## src/rtl/dma_macros.svh

```systemverilog
// --------------------------------------------------
// DMA frontend constants
// widths, job queue depth, operation word layout,
// function codes and status selectors
// --------------------------------------------------

`ifndef DMA_MACROS_SVH
`define DMA_MACROS_SVH

// data path widths
`define DMA_ADDR_W      32
`define DMA_DATA_W      32
`define DMA_TAG_W       5
`define DMA_FIFO_DEPTH  3

// operation word layout, msb first
`define DMA_OP_FUNCT_W  7
`define DMA_OP_CHAN_W   3
`define DMA_OP_CFG_W    2
`define DMA_OP_RSVD_W   20
`define DMA_CFG_TWOD_BIT 1

// function codes, bits 31:25 of the op word
`define DMA_OP_DMSRC    7'd0
`define DMA_OP_DMDST    7'd1
`define DMA_OP_DMCPYI   7'd2
`define DMA_OP_DMCPY    7'd3
`define DMA_OP_DMSTATI  7'd4
`define DMA_OP_DMSTAT   7'd5
`define DMA_OP_DMSTR    7'd6
`define DMA_OP_DMREP    7'd7

// status selectors
`define DMA_STAT_COMPLETED 2'd0
`define DMA_STAT_NEXT      2'd1
`define DMA_STAT_BUSY      2'd2
`define DMA_STAT_FULL      2'd3

`endif
```

## src/rtl/dma_pkg.sv

```systemverilog
// --------------------------------------------------
// DMA frontend types
// accelerator bus request/response, operation word,
// queued job and backend burst
// --------------------------------------------------

`default_nettype none

`include "dma_macros.svh"

package dma_pkg;

    // immediate view of the op word
    typedef struct packed {
        logic [`DMA_OP_FUNCT_W-1:0] funct;
        logic [`DMA_OP_CHAN_W-1:0]  chan_sel;
        logic [`DMA_OP_CFG_W-1:0]   cfg;
        logic [`DMA_OP_RSVD_W-1:0]  rsvd;
    } dma_op_fields_t;

    typedef union packed {
        logic [`DMA_DATA_W-1:0] raw;
        dma_op_fields_t         fields;
    } dma_op_u;

    typedef struct packed {
        logic [`DMA_TAG_W-1:0]  tag;
        dma_op_u                op;
        logic [`DMA_DATA_W-1:0] arga;
        logic [`DMA_DATA_W-1:0] argb;
    } acc_req_t;

    typedef struct packed {
        logic [`DMA_TAG_W-1:0]  tag;
        logic [`DMA_DATA_W-1:0] data;
        logic                   error;
    } acc_rsp_t;

    // one 2D job as seen by the midend
    typedef struct packed {
        logic [`DMA_ADDR_W-1:0] src;
        logic [`DMA_ADDR_W-1:0] dst;
        logic [`DMA_ADDR_W-1:0] length;
        logic [`DMA_ADDR_W-1:0] src_stride;
        logic [`DMA_ADDR_W-1:0] dst_stride;
        logic [`DMA_ADDR_W-1:0] reps;
        logic                   twod;
    } nd_job_t;

    typedef struct packed {
        logic [`DMA_ADDR_W-1:0] src;
        logic [`DMA_ADDR_W-1:0] dst;
        logic [`DMA_ADDR_W-1:0] length;
    } burst_req_t;

endpackage

`default_nettype wire

```

## src/rtl/dma_frontend_top.sv

```systemverilog
// --------------------------------------------------
// DMA instruction frontend
// decoder, job queue, 2D midend and response
// spill register
// --------------------------------------------------

`timescale 1ns/1ns
`default_nettype none

module dma_frontend_top (
    input  wire logic              clk_i,
    input  wire logic              rst_n_i,
    // accelerator bus
    input  wire dma_pkg::acc_req_t acc_req_i,
    input  wire logic              acc_req_valid_i,
    output logic                   acc_req_ready_o,
    output dma_pkg::acc_rsp_t      acc_rsp_o,
    output logic                   acc_rsp_valid_o,
    input  wire logic              acc_rsp_ready_i,
    // backend
    output dma_pkg::burst_req_t    burst_req_o,
    output logic                   burst_valid_o,
    input  wire logic              burst_ready_i,
    input  wire logic              burst_done_i,
    output logic                   busy_o
);

    dma_pkg::nd_job_t  dec_job, fifo_job;
    logic              dec_job_valid, dec_job_ready;
    logic              fifo_job_valid, fifo_job_ready, fifo_empty;
    dma_pkg::acc_rsp_t dec_rsp;
    logic              dec_rsp_valid, dec_rsp_ready;
    logic              mid_retire, mid_busy, job_busy;

    // queued jobs count as busy too
    assign job_busy = mid_busy | ~fifo_empty;
    assign busy_o   = mid_busy;

    dma_inst_decoder i_decoder (
        .clk_i           (clk_i),
        .rst_n_i         (rst_n_i),
        .acc_req_i       (acc_req_i),
        .acc_req_valid_i (acc_req_valid_i),
        .acc_req_ready_o (acc_req_ready_o),
        .job_o           (dec_job),
        .job_valid_o     (dec_job_valid),
        .job_ready_i     (dec_job_ready),
        .rsp_o           (dec_rsp),
        .rsp_valid_o     (dec_rsp_valid),
        .rsp_ready_i     (dec_rsp_ready),
        .job_retire_i    (mid_retire),
        .job_busy_i      (job_busy)
    );

    dma_req_fifo i_req_fifo (
        .clk_i       (clk_i),
        .rst_n_i     (rst_n_i),
        .job_i       (dec_job),
        .job_valid_i (dec_job_valid),
        .job_ready_o (dec_job_ready),
        .job_o       (fifo_job),
        .job_valid_o (fifo_job_valid),
        .job_ready_i (fifo_job_ready),
        .empty_o     (fifo_empty)
    );

    dma_nd_midend i_midend (
        .clk_i         (clk_i),
        .rst_n_i       (rst_n_i),
        .job_i         (fifo_job),
        .job_valid_i   (fifo_job_valid),
        .job_ready_o   (fifo_job_ready),
        .burst_req_o   (burst_req_o),
        .burst_valid_o (burst_valid_o),
        .burst_ready_i (burst_ready_i),
        .burst_done_i  (burst_done_i),
        .job_retire_o  (mid_retire),
        .job_busy_o    (mid_busy)
    );

    dma_rsp_spill i_rsp_spill (
        .clk_i           (clk_i),
        .rst_n_i         (rst_n_i),
        .rsp_i           (dec_rsp),
        .rsp_valid_i     (dec_rsp_valid),
        .rsp_ready_o     (dec_rsp_ready),
        .acc_rsp_o       (acc_rsp_o),
        .acc_rsp_valid_o (acc_rsp_valid_o),
        .acc_rsp_ready_i (acc_rsp_ready_i)
    );

endmodule

`default_nettype wire

```

## src/rtl/dma_rsp_spill.sv

```systemverilog
// --------------------------------------------------
// DMA response spill register
// two-entry buffer that cuts the ready path
// --------------------------------------------------

`timescale 1ns/1ns
`default_nettype none

module dma_rsp_spill (
    input  wire logic              clk_i,
    input  wire logic              rst_n_i,
    input  wire dma_pkg::acc_rsp_t rsp_i,
    input  wire logic              rsp_valid_i,
    output logic                   rsp_ready_o,
    output dma_pkg::acc_rsp_t      acc_rsp_o,
    output logic                   acc_rsp_valid_o,
    input  wire logic              acc_rsp_ready_i
);

    // slot a drives the output, slot b catches overflow
    dma_pkg::acc_rsp_t a_q, b_q;
    logic              a_full_q, b_full_q;
    logic              push, pop;

    assign rsp_ready_o     = ~b_full_q;
    assign acc_rsp_valid_o = a_full_q;
    assign acc_rsp_o       = a_q;

    assign push = rsp_valid_i & rsp_ready_o;
    assign pop  = a_full_q & acc_rsp_ready_i;

    always_ff @(posedge clk_i or negedge rst_n_i) begin
        if (!rst_n_i) begin
            a_full_q <= 1'b0;
            b_full_q <= 1'b0;
        end else if (pop) begin
            if (b_full_q) begin
                b_full_q <= 1'b0;
            end else begin
                a_full_q <= push;
            end
        end else if (push) begin
            if (a_full_q) begin
                b_full_q <= 1'b1;
            end else begin
                a_full_q <= 1'b1;
            end
        end
    end

    always_ff @(posedge clk_i) begin
        if (pop && b_full_q) begin
            a_q <= b_q;
        end else if (push && (pop || !a_full_q)) begin
            a_q <= rsp_i;
        end else if (push) begin
            b_q <= rsp_i;
        end
    end

endmodule

`default_nettype wire

```

## src/rtl/dma_nd_midend.sv

```systemverilog
// --------------------------------------------------
// DMA 2D midend
// splits a job into strided 1D bursts and retires it
// once every burst has completed
// --------------------------------------------------

`timescale 1ns/1ns
`default_nettype none

`include "dma_macros.svh"

module dma_nd_midend (
    input  wire logic             clk_i,
    input  wire logic             rst_n_i,
    input  wire dma_pkg::nd_job_t job_i,
    input  wire logic             job_valid_i,
    output logic                  job_ready_o,
    output dma_pkg::burst_req_t   burst_req_o,
    output logic                  burst_valid_o,
    input  wire logic             burst_ready_i,
    input  wire logic             burst_done_i,
    output logic                  job_retire_o,
    output logic                  job_busy_o
);

    localparam int unsigned AW = `DMA_ADDR_W;

    logic          busy_q, retire_q;
    // bursts still to issue, bursts issued but not done
    logic [AW-1:0] left_q, pend_q;
    logic [AW-1:0] src_q, dst_q, len_q, src_stride_q, dst_stride_q;

    logic load, burst_fire, done, last_done;

    assign job_ready_o   = ~busy_q;
    assign load          = job_valid_i & job_ready_o;
    assign burst_valid_o = busy_q & (left_q != '0);
    assign burst_fire    = burst_valid_o & burst_ready_i;
    assign done          = burst_done_i & busy_q;
    assign last_done     = done & ~retire_q & (left_q == '0) & (pend_q == AW'(1));

    assign burst_req_o.src    = src_q;
    assign burst_req_o.dst    = dst_q;
    assign burst_req_o.length = len_q;

    assign job_retire_o = retire_q;
    assign job_busy_o   = busy_q;

    always_ff @(posedge clk_i or negedge rst_n_i) begin
        if (!rst_n_i) begin
            busy_q   <= 1'b0;
            retire_q <= 1'b0;
            left_q   <= '0;
            pend_q   <= '0;
        end else begin
            retire_q <= last_done;
            if (load) begin
                busy_q <= 1'b1;
                // zero reps still means one burst
                left_q <= (!job_i.twod || job_i.reps == '0) ? AW'(1) : job_i.reps;
            end else begin
                if (retire_q) begin
                    busy_q <= 1'b0;
                end
                if (burst_fire) begin
                    left_q <= left_q - 1'b1;
                end
            end
            case ({burst_fire, done})
                2'b10:   pend_q <= pend_q + 1'b1;
                2'b01:   pend_q <= pend_q - 1'b1;
                default: ;
            endcase
        end
    end

    // address generation
    always_ff @(posedge clk_i) begin
        if (load) begin
            src_q        <= job_i.src;
            dst_q        <= job_i.dst;
            len_q        <= job_i.length;
            src_stride_q <= job_i.src_stride;
            dst_stride_q <= job_i.dst_stride;
        end else if (burst_fire) begin
            src_q <= src_q + src_stride_q;
            dst_q <= dst_q + dst_stride_q;
        end
    end

endmodule

`default_nettype wire

```

## src/rtl/dma_req_fifo.sv

```systemverilog
// --------------------------------------------------
// DMA job queue
// circular buffer between decoder and midend
// --------------------------------------------------

`timescale 1ns/1ns
`default_nettype none

`include "dma_macros.svh"

module dma_req_fifo (
    input  wire logic             clk_i,
    input  wire logic             rst_n_i,
    input  wire dma_pkg::nd_job_t job_i,
    input  wire logic             job_valid_i,
    output logic                  job_ready_o,
    output dma_pkg::nd_job_t      job_o,
    output logic                  job_valid_o,
    input  wire logic             job_ready_i,
    output logic                  empty_o
);

    localparam int unsigned DEPTH = `DMA_FIFO_DEPTH;
    localparam int unsigned PTR_W = $clog2(DEPTH);
    localparam int unsigned CNT_W = $clog2(DEPTH + 1);

    dma_pkg::nd_job_t mem [DEPTH];

    logic [PTR_W-1:0] wr_ptr_q, rd_ptr_q;
    logic [CNT_W-1:0] count_q;
    logic             push, pop;

    assign job_ready_o = (count_q != CNT_W'(DEPTH));
    assign job_valid_o = (count_q != '0);
    assign empty_o     = (count_q == '0);
    assign job_o       = mem[rd_ptr_q];

    assign push = job_valid_i & job_ready_o;
    assign pop  = job_valid_o & job_ready_i;

    always_ff @(posedge clk_i or negedge rst_n_i) begin
        if (!rst_n_i) begin
            wr_ptr_q <= '0;
            rd_ptr_q <= '0;
            count_q  <= '0;
        end else begin
            if (push) begin
                wr_ptr_q <= (wr_ptr_q == PTR_W'(DEPTH - 1)) ? '0 : wr_ptr_q + 1'b1;
            end
            if (pop) begin
                rd_ptr_q <= (rd_ptr_q == PTR_W'(DEPTH - 1)) ? '0 : rd_ptr_q + 1'b1;
            end
            if (push && !pop) begin
                count_q <= count_q + 1'b1;
            end else if (pop && !push) begin
                count_q <= count_q - 1'b1;
            end
        end
    end

    // storage
    always_ff @(posedge clk_i) begin
        if (push) begin
            mem[wr_ptr_q] <= job_i;
        end
    end

endmodule

`default_nettype wire

```

## src/rtl/dma_inst_decoder.sv

```systemverilog
// --------------------------------------------------
// DMA instruction decoder
// holds the job configuration and transfer IDs,
// launches copies and answers status requests
// --------------------------------------------------

`timescale 1ns/1ns
`default_nettype none

`include "dma_macros.svh"

module dma_inst_decoder (
    input  wire logic              clk_i,
    input  wire logic              rst_n_i,
    input  wire dma_pkg::acc_req_t acc_req_i,
    input  wire logic              acc_req_valid_i,
    output logic                   acc_req_ready_o,
    output dma_pkg::nd_job_t       job_o,
    output logic                   job_valid_o,
    input  wire logic              job_ready_i,
    output dma_pkg::acc_rsp_t      rsp_o,
    output logic                   rsp_valid_o,
    input  wire logic              rsp_ready_i,
    input  wire logic              job_retire_i,
    input  wire logic              job_busy_i
);

    localparam int unsigned DW = `DMA_DATA_W;
    localparam int unsigned AW = `DMA_ADDR_W;

    // configuration registers
    logic [AW-1:0] src_q, dst_q, src_stride_q, dst_stride_q, reps_q;
    // transfer ID counters
    logic [DW-1:0] next_id_q, completed_id_q;

    logic [`DMA_OP_FUNCT_W-1:0] funct;
    logic [`DMA_OP_CFG_W-1:0]   sel_bits;
    logic                       twod;
    logic                       req_fire;

    assign funct = acc_req_i.op.fields.funct;

    // immediate variants carry config/status in the op word, others in argb
    assign sel_bits = (funct == `DMA_OP_DMCPYI || funct == `DMA_OP_DMSTATI) ?
                      acc_req_i.op.fields.cfg : acc_req_i.argb[`DMA_OP_CFG_W-1:0];
    assign twod     = sel_bits[`DMA_CFG_TWOD_BIT];
    assign req_fire = acc_req_valid_i & acc_req_ready_o;

    always_comb begin
        job_o.src        = src_q;
        job_o.dst        = dst_q;
        job_o.length     = acc_req_i.arga;
        job_o.src_stride = src_stride_q;
        job_o.dst_stride = dst_stride_q;
        // 1D copies always run a single burst
        job_o.reps       = twod ? reps_q : AW'(1);
        job_o.twod       = twod;
    end

    //--------------------------------------------------
    // decode and handshake
    //--------------------------------------------------
    always_comb begin
        acc_req_ready_o = 1'b0;
        job_valid_o     = 1'b0;
        rsp_valid_o     = 1'b0;
        rsp_o           = '0;
        rsp_o.tag       = acc_req_i.tag;

        if (acc_req_valid_i) begin
            case (funct)
                `DMA_OP_DMSRC, `DMA_OP_DMDST, `DMA_OP_DMSTR, `DMA_OP_DMREP: begin
                    acc_req_ready_o = 1'b1;
                end
                `DMA_OP_DMCPYI, `DMA_OP_DMCPY: begin
                    // hold the job back until a response slot is free
                    job_valid_o = rsp_ready_i;
                    rsp_o.data  = next_id_q;
                    if (rsp_ready_i && job_ready_i) begin
                        acc_req_ready_o = 1'b1;
                        rsp_valid_o     = 1'b1;
                    end
                end
                `DMA_OP_DMSTATI, `DMA_OP_DMSTAT: begin
                    case (sel_bits)
                        `DMA_STAT_COMPLETED: rsp_o.data = completed_id_q;
                        `DMA_STAT_NEXT:      rsp_o.data = next_id_q;
                        `DMA_STAT_BUSY:      rsp_o.data = {{(DW-1){1'b0}}, job_busy_i};
                        `DMA_STAT_FULL:      rsp_o.data = {{(DW-1){1'b0}}, ~job_ready_i};
                        default:             rsp_o.data = '0;
                    endcase
                    acc_req_ready_o = rsp_ready_i;
                    rsp_valid_o     = rsp_ready_i;
                end
                default: begin
                    // unknown op is answered with an error
                    rsp_o.error     = 1'b1;
                    acc_req_ready_o = rsp_ready_i;
                    rsp_valid_o     = rsp_ready_i;
                end
            endcase
        end
    end

    //--------------------------------------------------
    // state
    //--------------------------------------------------
    always_ff @(posedge clk_i or negedge rst_n_i) begin
        if (!rst_n_i) begin
            src_q          <= '0;
            dst_q          <= '0;
            src_stride_q   <= '0;
            dst_stride_q   <= '0;
            reps_q         <= '0;
            next_id_q      <= DW'(1);
            completed_id_q <= '0;
        end else begin
            if (req_fire) begin
                case (funct)
                    `DMA_OP_DMSRC: src_q <= acc_req_i.arga;
                    `DMA_OP_DMDST: dst_q <= acc_req_i.arga;
                    `DMA_OP_DMSTR: begin
                        src_stride_q <= acc_req_i.arga;
                        dst_stride_q <= acc_req_i.argb;
                    end
                    `DMA_OP_DMREP: reps_q <= acc_req_i.arga;
                    `DMA_OP_DMCPYI, `DMA_OP_DMCPY: next_id_q <= next_id_q + 1'b1;
                    default: ;
                endcase
            end
            if (job_retire_i) begin
                completed_id_q <= completed_id_q + 1'b1;
            end
        end
    end

endmodule

`default_nettype wire

```

## config.mk

```make
export PLATFORM = sky130hd
export DESIGN_NAME = dma_frontend_top
export DESIGN_NICKNAME = d
export VERILOG_FILES = /design/src/rtl/dma_pkg.sv /design/src/rtl/dma_frontend_top.sv /design/src/rtl/dma_rsp_spill.sv /design/src/rtl/dma_nd_midend.sv /design/src/rtl/dma_req_fifo.sv /design/src/rtl/dma_inst_decoder.sv
export VERILOG_INCLUDE_DIRS = /design/src /design/src/rtl
export SDC_FILE = /design/constraint.sdc
export NUM_CORES = 1
export LEC_CHECK = 0
export ABC_AREA = 1
export BUFFER_PORTS_ARGS = -buffer_cell sky130_fd_sc_hd__buf_4
export CAP_MARGIN = 20
export CORE_MARGIN = 4
export CORE_UTILIZATION = 56
export DETAILED_ROUTE_END_ITERATION = 7
export GPL_TIMING_DRIVEN = 0
export PLACE_DENSITY = 0.77
export SYNTH_ARGS = -nofsm -noshare
export SYNTH_HDL_FRONTEND = slang
export SYNTH_HIERARCHICAL = 1
export SYNTH_SLANG_ARGS = --single-unit
```

## constraint.sdc

```tcl
create_clock -name clk_i -period 14.4 [get_ports clk_i]
set_input_delay 0.72 -clock clk_i [delete_from_list [all_inputs] [get_ports clk_i]]
set_output_delay 0.72 -clock clk_i [all_outputs]
set_load 0.05 [all_outputs]
```

Word-level counts from Yosys, hierarchy flattened
Memories as Yosys holds them, arrays and structs flattened.
Index checks and enable logic that the tools add are counted.
- memories kept: 1
- input bits: 107
- memory bits (writable): 579
- register bits: 534
- memory list (name ; depth ; width ; read ports ; clocked after Yosys merged registers in ; write ports ; RTL line ; text):
    i_req_fifo.mem ; 3 ; 193 ; 1 ; 0 ; 1 ; dma_req_fifo.sv:27 ; dma_pkg::nd_job_t mem [DEPTH];
- bitwise gates (word level): 19
- reductions and logical operators: 38
- add/subtract/negate cells: 11
- equal/unequal tests: 17
- muxes and demuxes: 37
- operators by type and width (operator ; number):
    $mux W32 ; 8
    $pmux W32 S2 ; 2
    $pmux W32 S4 ; 1
    $add A32 B1 Y32 const B ; 3
    $mux W38 ; 2
    $add A32 B32 Y32 ; 2
    $logic_not A32 Y1 ; 2
    $sub A32 B1 Y32 const B ; 2
    $mux W33 ; 1
    $eq A32 B1 Y1 const B ; 1
    $reduce_bool A32 Y1 ; 1
    $eq A7 B3 Y1 const B ; 4
    $mux W1 ; 16
    $reduce_bool A2 Y1 ; 8
    $eq A7 B2 Y1 const B ; 2
    $reduce_and A2 Y1 ; 7
    $and A1 B1 Y1 ; 11
    $eq A2 B2 Y1 const B ; 5
    $mux W2 ; 5
    $reduce_or A8 Y1 ; 1
    $eq A7 B1 Y1 const B ; 1
    $logic_not A7 Y1 ; 1
    $not A1 Y1 ; 7
    $add A2 B1 Y2 const B ; 3
    other kinds (12) ; 26

Logic depth before layout (Yosys ltp)
- depth in word-level cells: 9
- depth in mapped cells: 15

By module
The synthesis kept the hierarchy.
- modules (own cells, without submodules) (module ; sequential area each (sq um) ; area each (sq um) ; instances ; cells an instance):
    dma_req_fifo ; 17536.8 ; 21136.5 ; 1 ; 1459
    dma_nd_midend ; 6456.2 ; 15593.7 ; 1 ; 2199
    dma_inst_decoder ; 5606.6 ; 11747.5 ; 1 ; 1550
    dma_rsp_spill ; 2332.2 ; 3040.4 ; 1 ; 227
    dma_frontend_top ; 0.0 ; 7.5 ; 1 ; 2

Worst setup path after synthesis
No wires, ideal clock.
- kind: input to register
- start: input port acc_req_valid_i
- end: memory i_req_fifo/mem[2][0] (netlist name) (enable)
- cell stages on the path: 6
- path slack: -1162 ps
- arrival time: 14578 ps
- cell sequence: clkbuf_1 > inv_1 > clkbuf_1 > nor3_1 > nand2_1 > nor3_1
- cells in the longest elaborated chain, start to end: 4
- RTL lines (item ; RTL line ; text):
    start, declared ; dma_frontend_top.sv:15 ; input wire logic acc_req_valid_i,
    $mux W1 ; dma_inst_decoder.sv:70 ; if (acc_req_valid_i) begin
    named net dec_job_valid ; dma_frontend_top.sv:29 ; logic dec_job_valid, dec_job_ready;
    $and A1 B1 Y1 ; dma_req_fifo.sv:38 ; assign push = job_valid_i & job_ready_o;
    $mux W1 ; dma_req_fifo.sv:63 ; if (push) begin
    $mux W1 (not written as such) ; dma_req_fifo.sv:64 ; mem[wr_ptr_q] <= job_i;
    end, declared ; dma_req_fifo.sv:27 ;
The timed path passes the listed nets, and every way through them passes these cells.

Final worst setup path
- start: input port acc_req_valid_i
- end: memory i_req_fifo/mem[2][51] (netlist name) (enable)
Same word-level chain as after synthesis.

==> flow_summary.ini <==
[routing]
via_per_inst = 5.62
wl_mm = 148
final_antenna_net_count = 0
route.detailed.drc = 0
via_count = 39770
drtIter0Drc = 4517
wl_per_cell_um = 20.9
drt_first_pass_iters = 8

[finish]
n_fill_cell = 7003
finish.net_count = 5979
largest_reg_flops = 579
regMostFlops = i_req_fifo/mem
final_cell_area_mm2 = 0.0591
syn_to_final_growth_pct = 14.8
drive_gt1_share_pct = 11.3
multi_input_area_mm2 = 0.0166
regArea_mm2 = 0.0319

[cts]
cts_tree = yes
h-tree-depth = 3
insertion_delay_ns = 0.71
clk_root_buffer_cell = clkbuf_16
cts.sinks = 1113
postCtsSetupRepairBufs = 0
clockBufferDepth = 3
cts_buffers = 109
post_cts_resized = 0
path_clk_slew_ns = 0.06

[sta]
min_period_ns = 3.60
slew_viol_final = 0
fin_skew_ns = 0.0378
holdWs_ns = 0.206
setup_ws_ns = 10.80
slew_headroom_pct = 30.4
post-route-period-util_pct = 25.0
setup_violations = 0
max_freq_mhz = 278
worst_slew_pin_slew_ns = 1.04
final_hold_viol_count = 0
rsz0062_at_grt = false

[place]
place_congestion = 0.924
dp_hpwl_mm = 105
pre_cts_ws_ns = 10.21
numPortBuffers = 214
placed_cell_area_mm2 = 0.0555

[power]
powerDensity_mw_per_mm2 = 142
p_leak_nw = 25.9
ir_worst_vdd_mv = 0.137

[worst_setup_path]
worst_ep_arrival_time_ns = 3.99
worst-r2r-cell-count = 12
required_ns = 14.79
worstSetupEndpointType = flop
timing.rr.end = i_req_fifo/mem[2][51]$_DFFE_PP_
reg2reg_slack_ns = 10.82
start_kind = input pin
worstSetupPathType = in -> reg
rr_startpoint = i_rsp_spill/b_full_q$_DFFE_PN0P_
path_max_fanout = 16

[synth]
synth_seq_cells = 1113
synth_warnings = 6
async_flop_share_pct = 26.8
synth_edf_count = 815
synth.avg_cell_area_um2 = 9.48
synth_nets = 5616
synth.top_cell.area_share_pct = 47.5
yosysMostFrequentCell = nand2_1
synth.largest_area_cell = edfxtp_1
synth_ff_type = edfxtp_1
synth_area_mm2 = 0.0515
seq_area_frac_synth_pct = 62.0
syn_inst = 5437
ys_types = 49
synth_common_cells = nand2_1 (2131), edfxtp_1 (815), nand3_1 (655)
synthTopCellsByArea = edfxtp_1 (47%), nand2_1 (16%), dfrtp_1 (14%)

[worst_hold_path]
hold_class = in -> reg
worstHoldEndpoint = i_rsp_spill/b_q[33]$_DFFE_PP_
hold-path-cell-count = 1
hp-start = acc_req_i[96]

[die]
coreArea_mm2 = 0.0907
design.die.area_mm2 = 0.0969
row_count = 110
io_pins = 245
initial_core_util_pct = 56.8
die_w_um = 311
die_y_um = 311

[outcome]
outcome = finished, final reports clean

[run]
max_cap_viol_count = 0

[global_route]
grt_max_degree = 99
grt_pass1_vias = 38402
grtUsageTotal_pct = 30.0
antenna_found_initial = 7
grt_overflow = 0
grt_pass1_wl_mm = 224
-- per-layer routing --
layer  track usage [%]  vias to the layer above  share of wire, %
li1                  -                    18579                 -
met1              39.8                    18972                39
met2              48.7                     1851                47
met3              4.84                      364               8.9
met4              14.4                        4               5.1
met5                 0                        -             0.018
-- final cells by class --
cell class | instances | area share (%)
inverter | 426 | 2.71
tap | 1176 | 2.49
timing repair buffer | 252 | 4.14
buffer | 250 | 2.43
clock inverter | 60 | 1.09
clock buffer | 148 | 5.06
antenna | 5 | 0.0212
multi-input combinational | 3648 | 28.1
sequential | 1113 | 54.0
-- how the worst max path moves through the flow --
stage	depth (start not counted)	endpoint	slack, ns	startpoint
4_1_cts	11	i_req_fifo/mem[0][51]$_DFFE_PP_	10.85	i_rsp_spill/b_full_q$_DFFE_PN0P_
3_3_place_gp	6	i_req_fifo/mem[0][50]$_DFFE_PP_	-1.98	acc_req_valid_i
2_1_floorplan	6	i_req_fifo/mem[0][0]$_DFFE_PP_	4.05	acc_req_valid_i
3_5_place_dp	10	i_req_fifo/mem[0][50]$_DFFE_PP_	10.21	acc_req_valid_i
5_1_grt	11	i_req_fifo/mem[0][51]$_DFFE_PP_	10.63	i_rsp_spill/b_full_q$_DFFE_PN0P_
6_report	11	i_req_fifo/mem[2][51]$_DFFE_PP_	10.80	acc_req_valid_i
-- placed cells by master, fill, tap and decap left out, drive strengths merged, types with 3 or more instances in the layout --
master and n:
a21oi 85, and2 8, and3 3, buf 443, bufinv 8, clkbuf 206
clkinv 41, clkinvlp 7, dfrtp 297, diode 5, edfxtp 815, ha 70
inv 430, nand2 2140, nand3 662, nand3b 9, nand4 90, nor2 322
nor3 46, nor4 4, o211ai 3, o21ai 68, o21bai 5, or2 13
xnor2 42, xor2 65
-- report_power, final --
group	switching, W	internal (W)	leakage [nW]
registers	0.000196	0.00370	11.6
clock network	0.00124	0.00162	1.75
logic	0.00113	0.000495	12.6
total	0.00257	0.00581	25.9
-- stage by stage --
| step | util (%) | TNS, ns | std cells | power [W] |
|---|---|---|---|---|
| after global placement | 60.2 | -883.26 | 6827 | 0.00552 |
| after detailed placement | 61.2 | 0 | 6864 | 0.00556 |
| final | 65.2 | 0 | 7078 | 0.00839 |
| after CTS | 65.2 | 0 | 7073 | 0.00841 |
| after global routing | 65.2 | 0 | 7076 | 0.00875 |
| after floorplan | - | 0 | 5437 | 0.00503 |
-- cell families after synthesis --
| group | after synthesis | share of synthesized area, % |
|---|---|---|
| AND/OR/NAND/NOR | 3299 | 26.7 |
| flip-flops | 1113 | 62.0 |
| buffers and inverters | 676 | 5.89 |
| AO/OA/AOI/OAI | 170 | 1.79 |
| XOR/XNOR | 107 | 1.82 |
| adder cells (fa/ha/maj) | 72 | 1.78 |
-- worst max-delay path, stage by stage --
cell	delay [ns]
clkbuf_1	0.43
inv_1	0.13
clkbuf_1	0.30
nor3_1	0.24
nand2_1	0.29
nor3_4	0.88
buf_16	0.24
buf_16	0.18
buf_8	0.19
buf_16	0.18
buf_16	0.17
-- what timing repair did --
action,in CTS,in global routing
hold endpoints to repair,46,0
hold buffers,1,0
setup endpoints to repair,0,0
No activity file was read; power rests on OpenSTA's default activity.
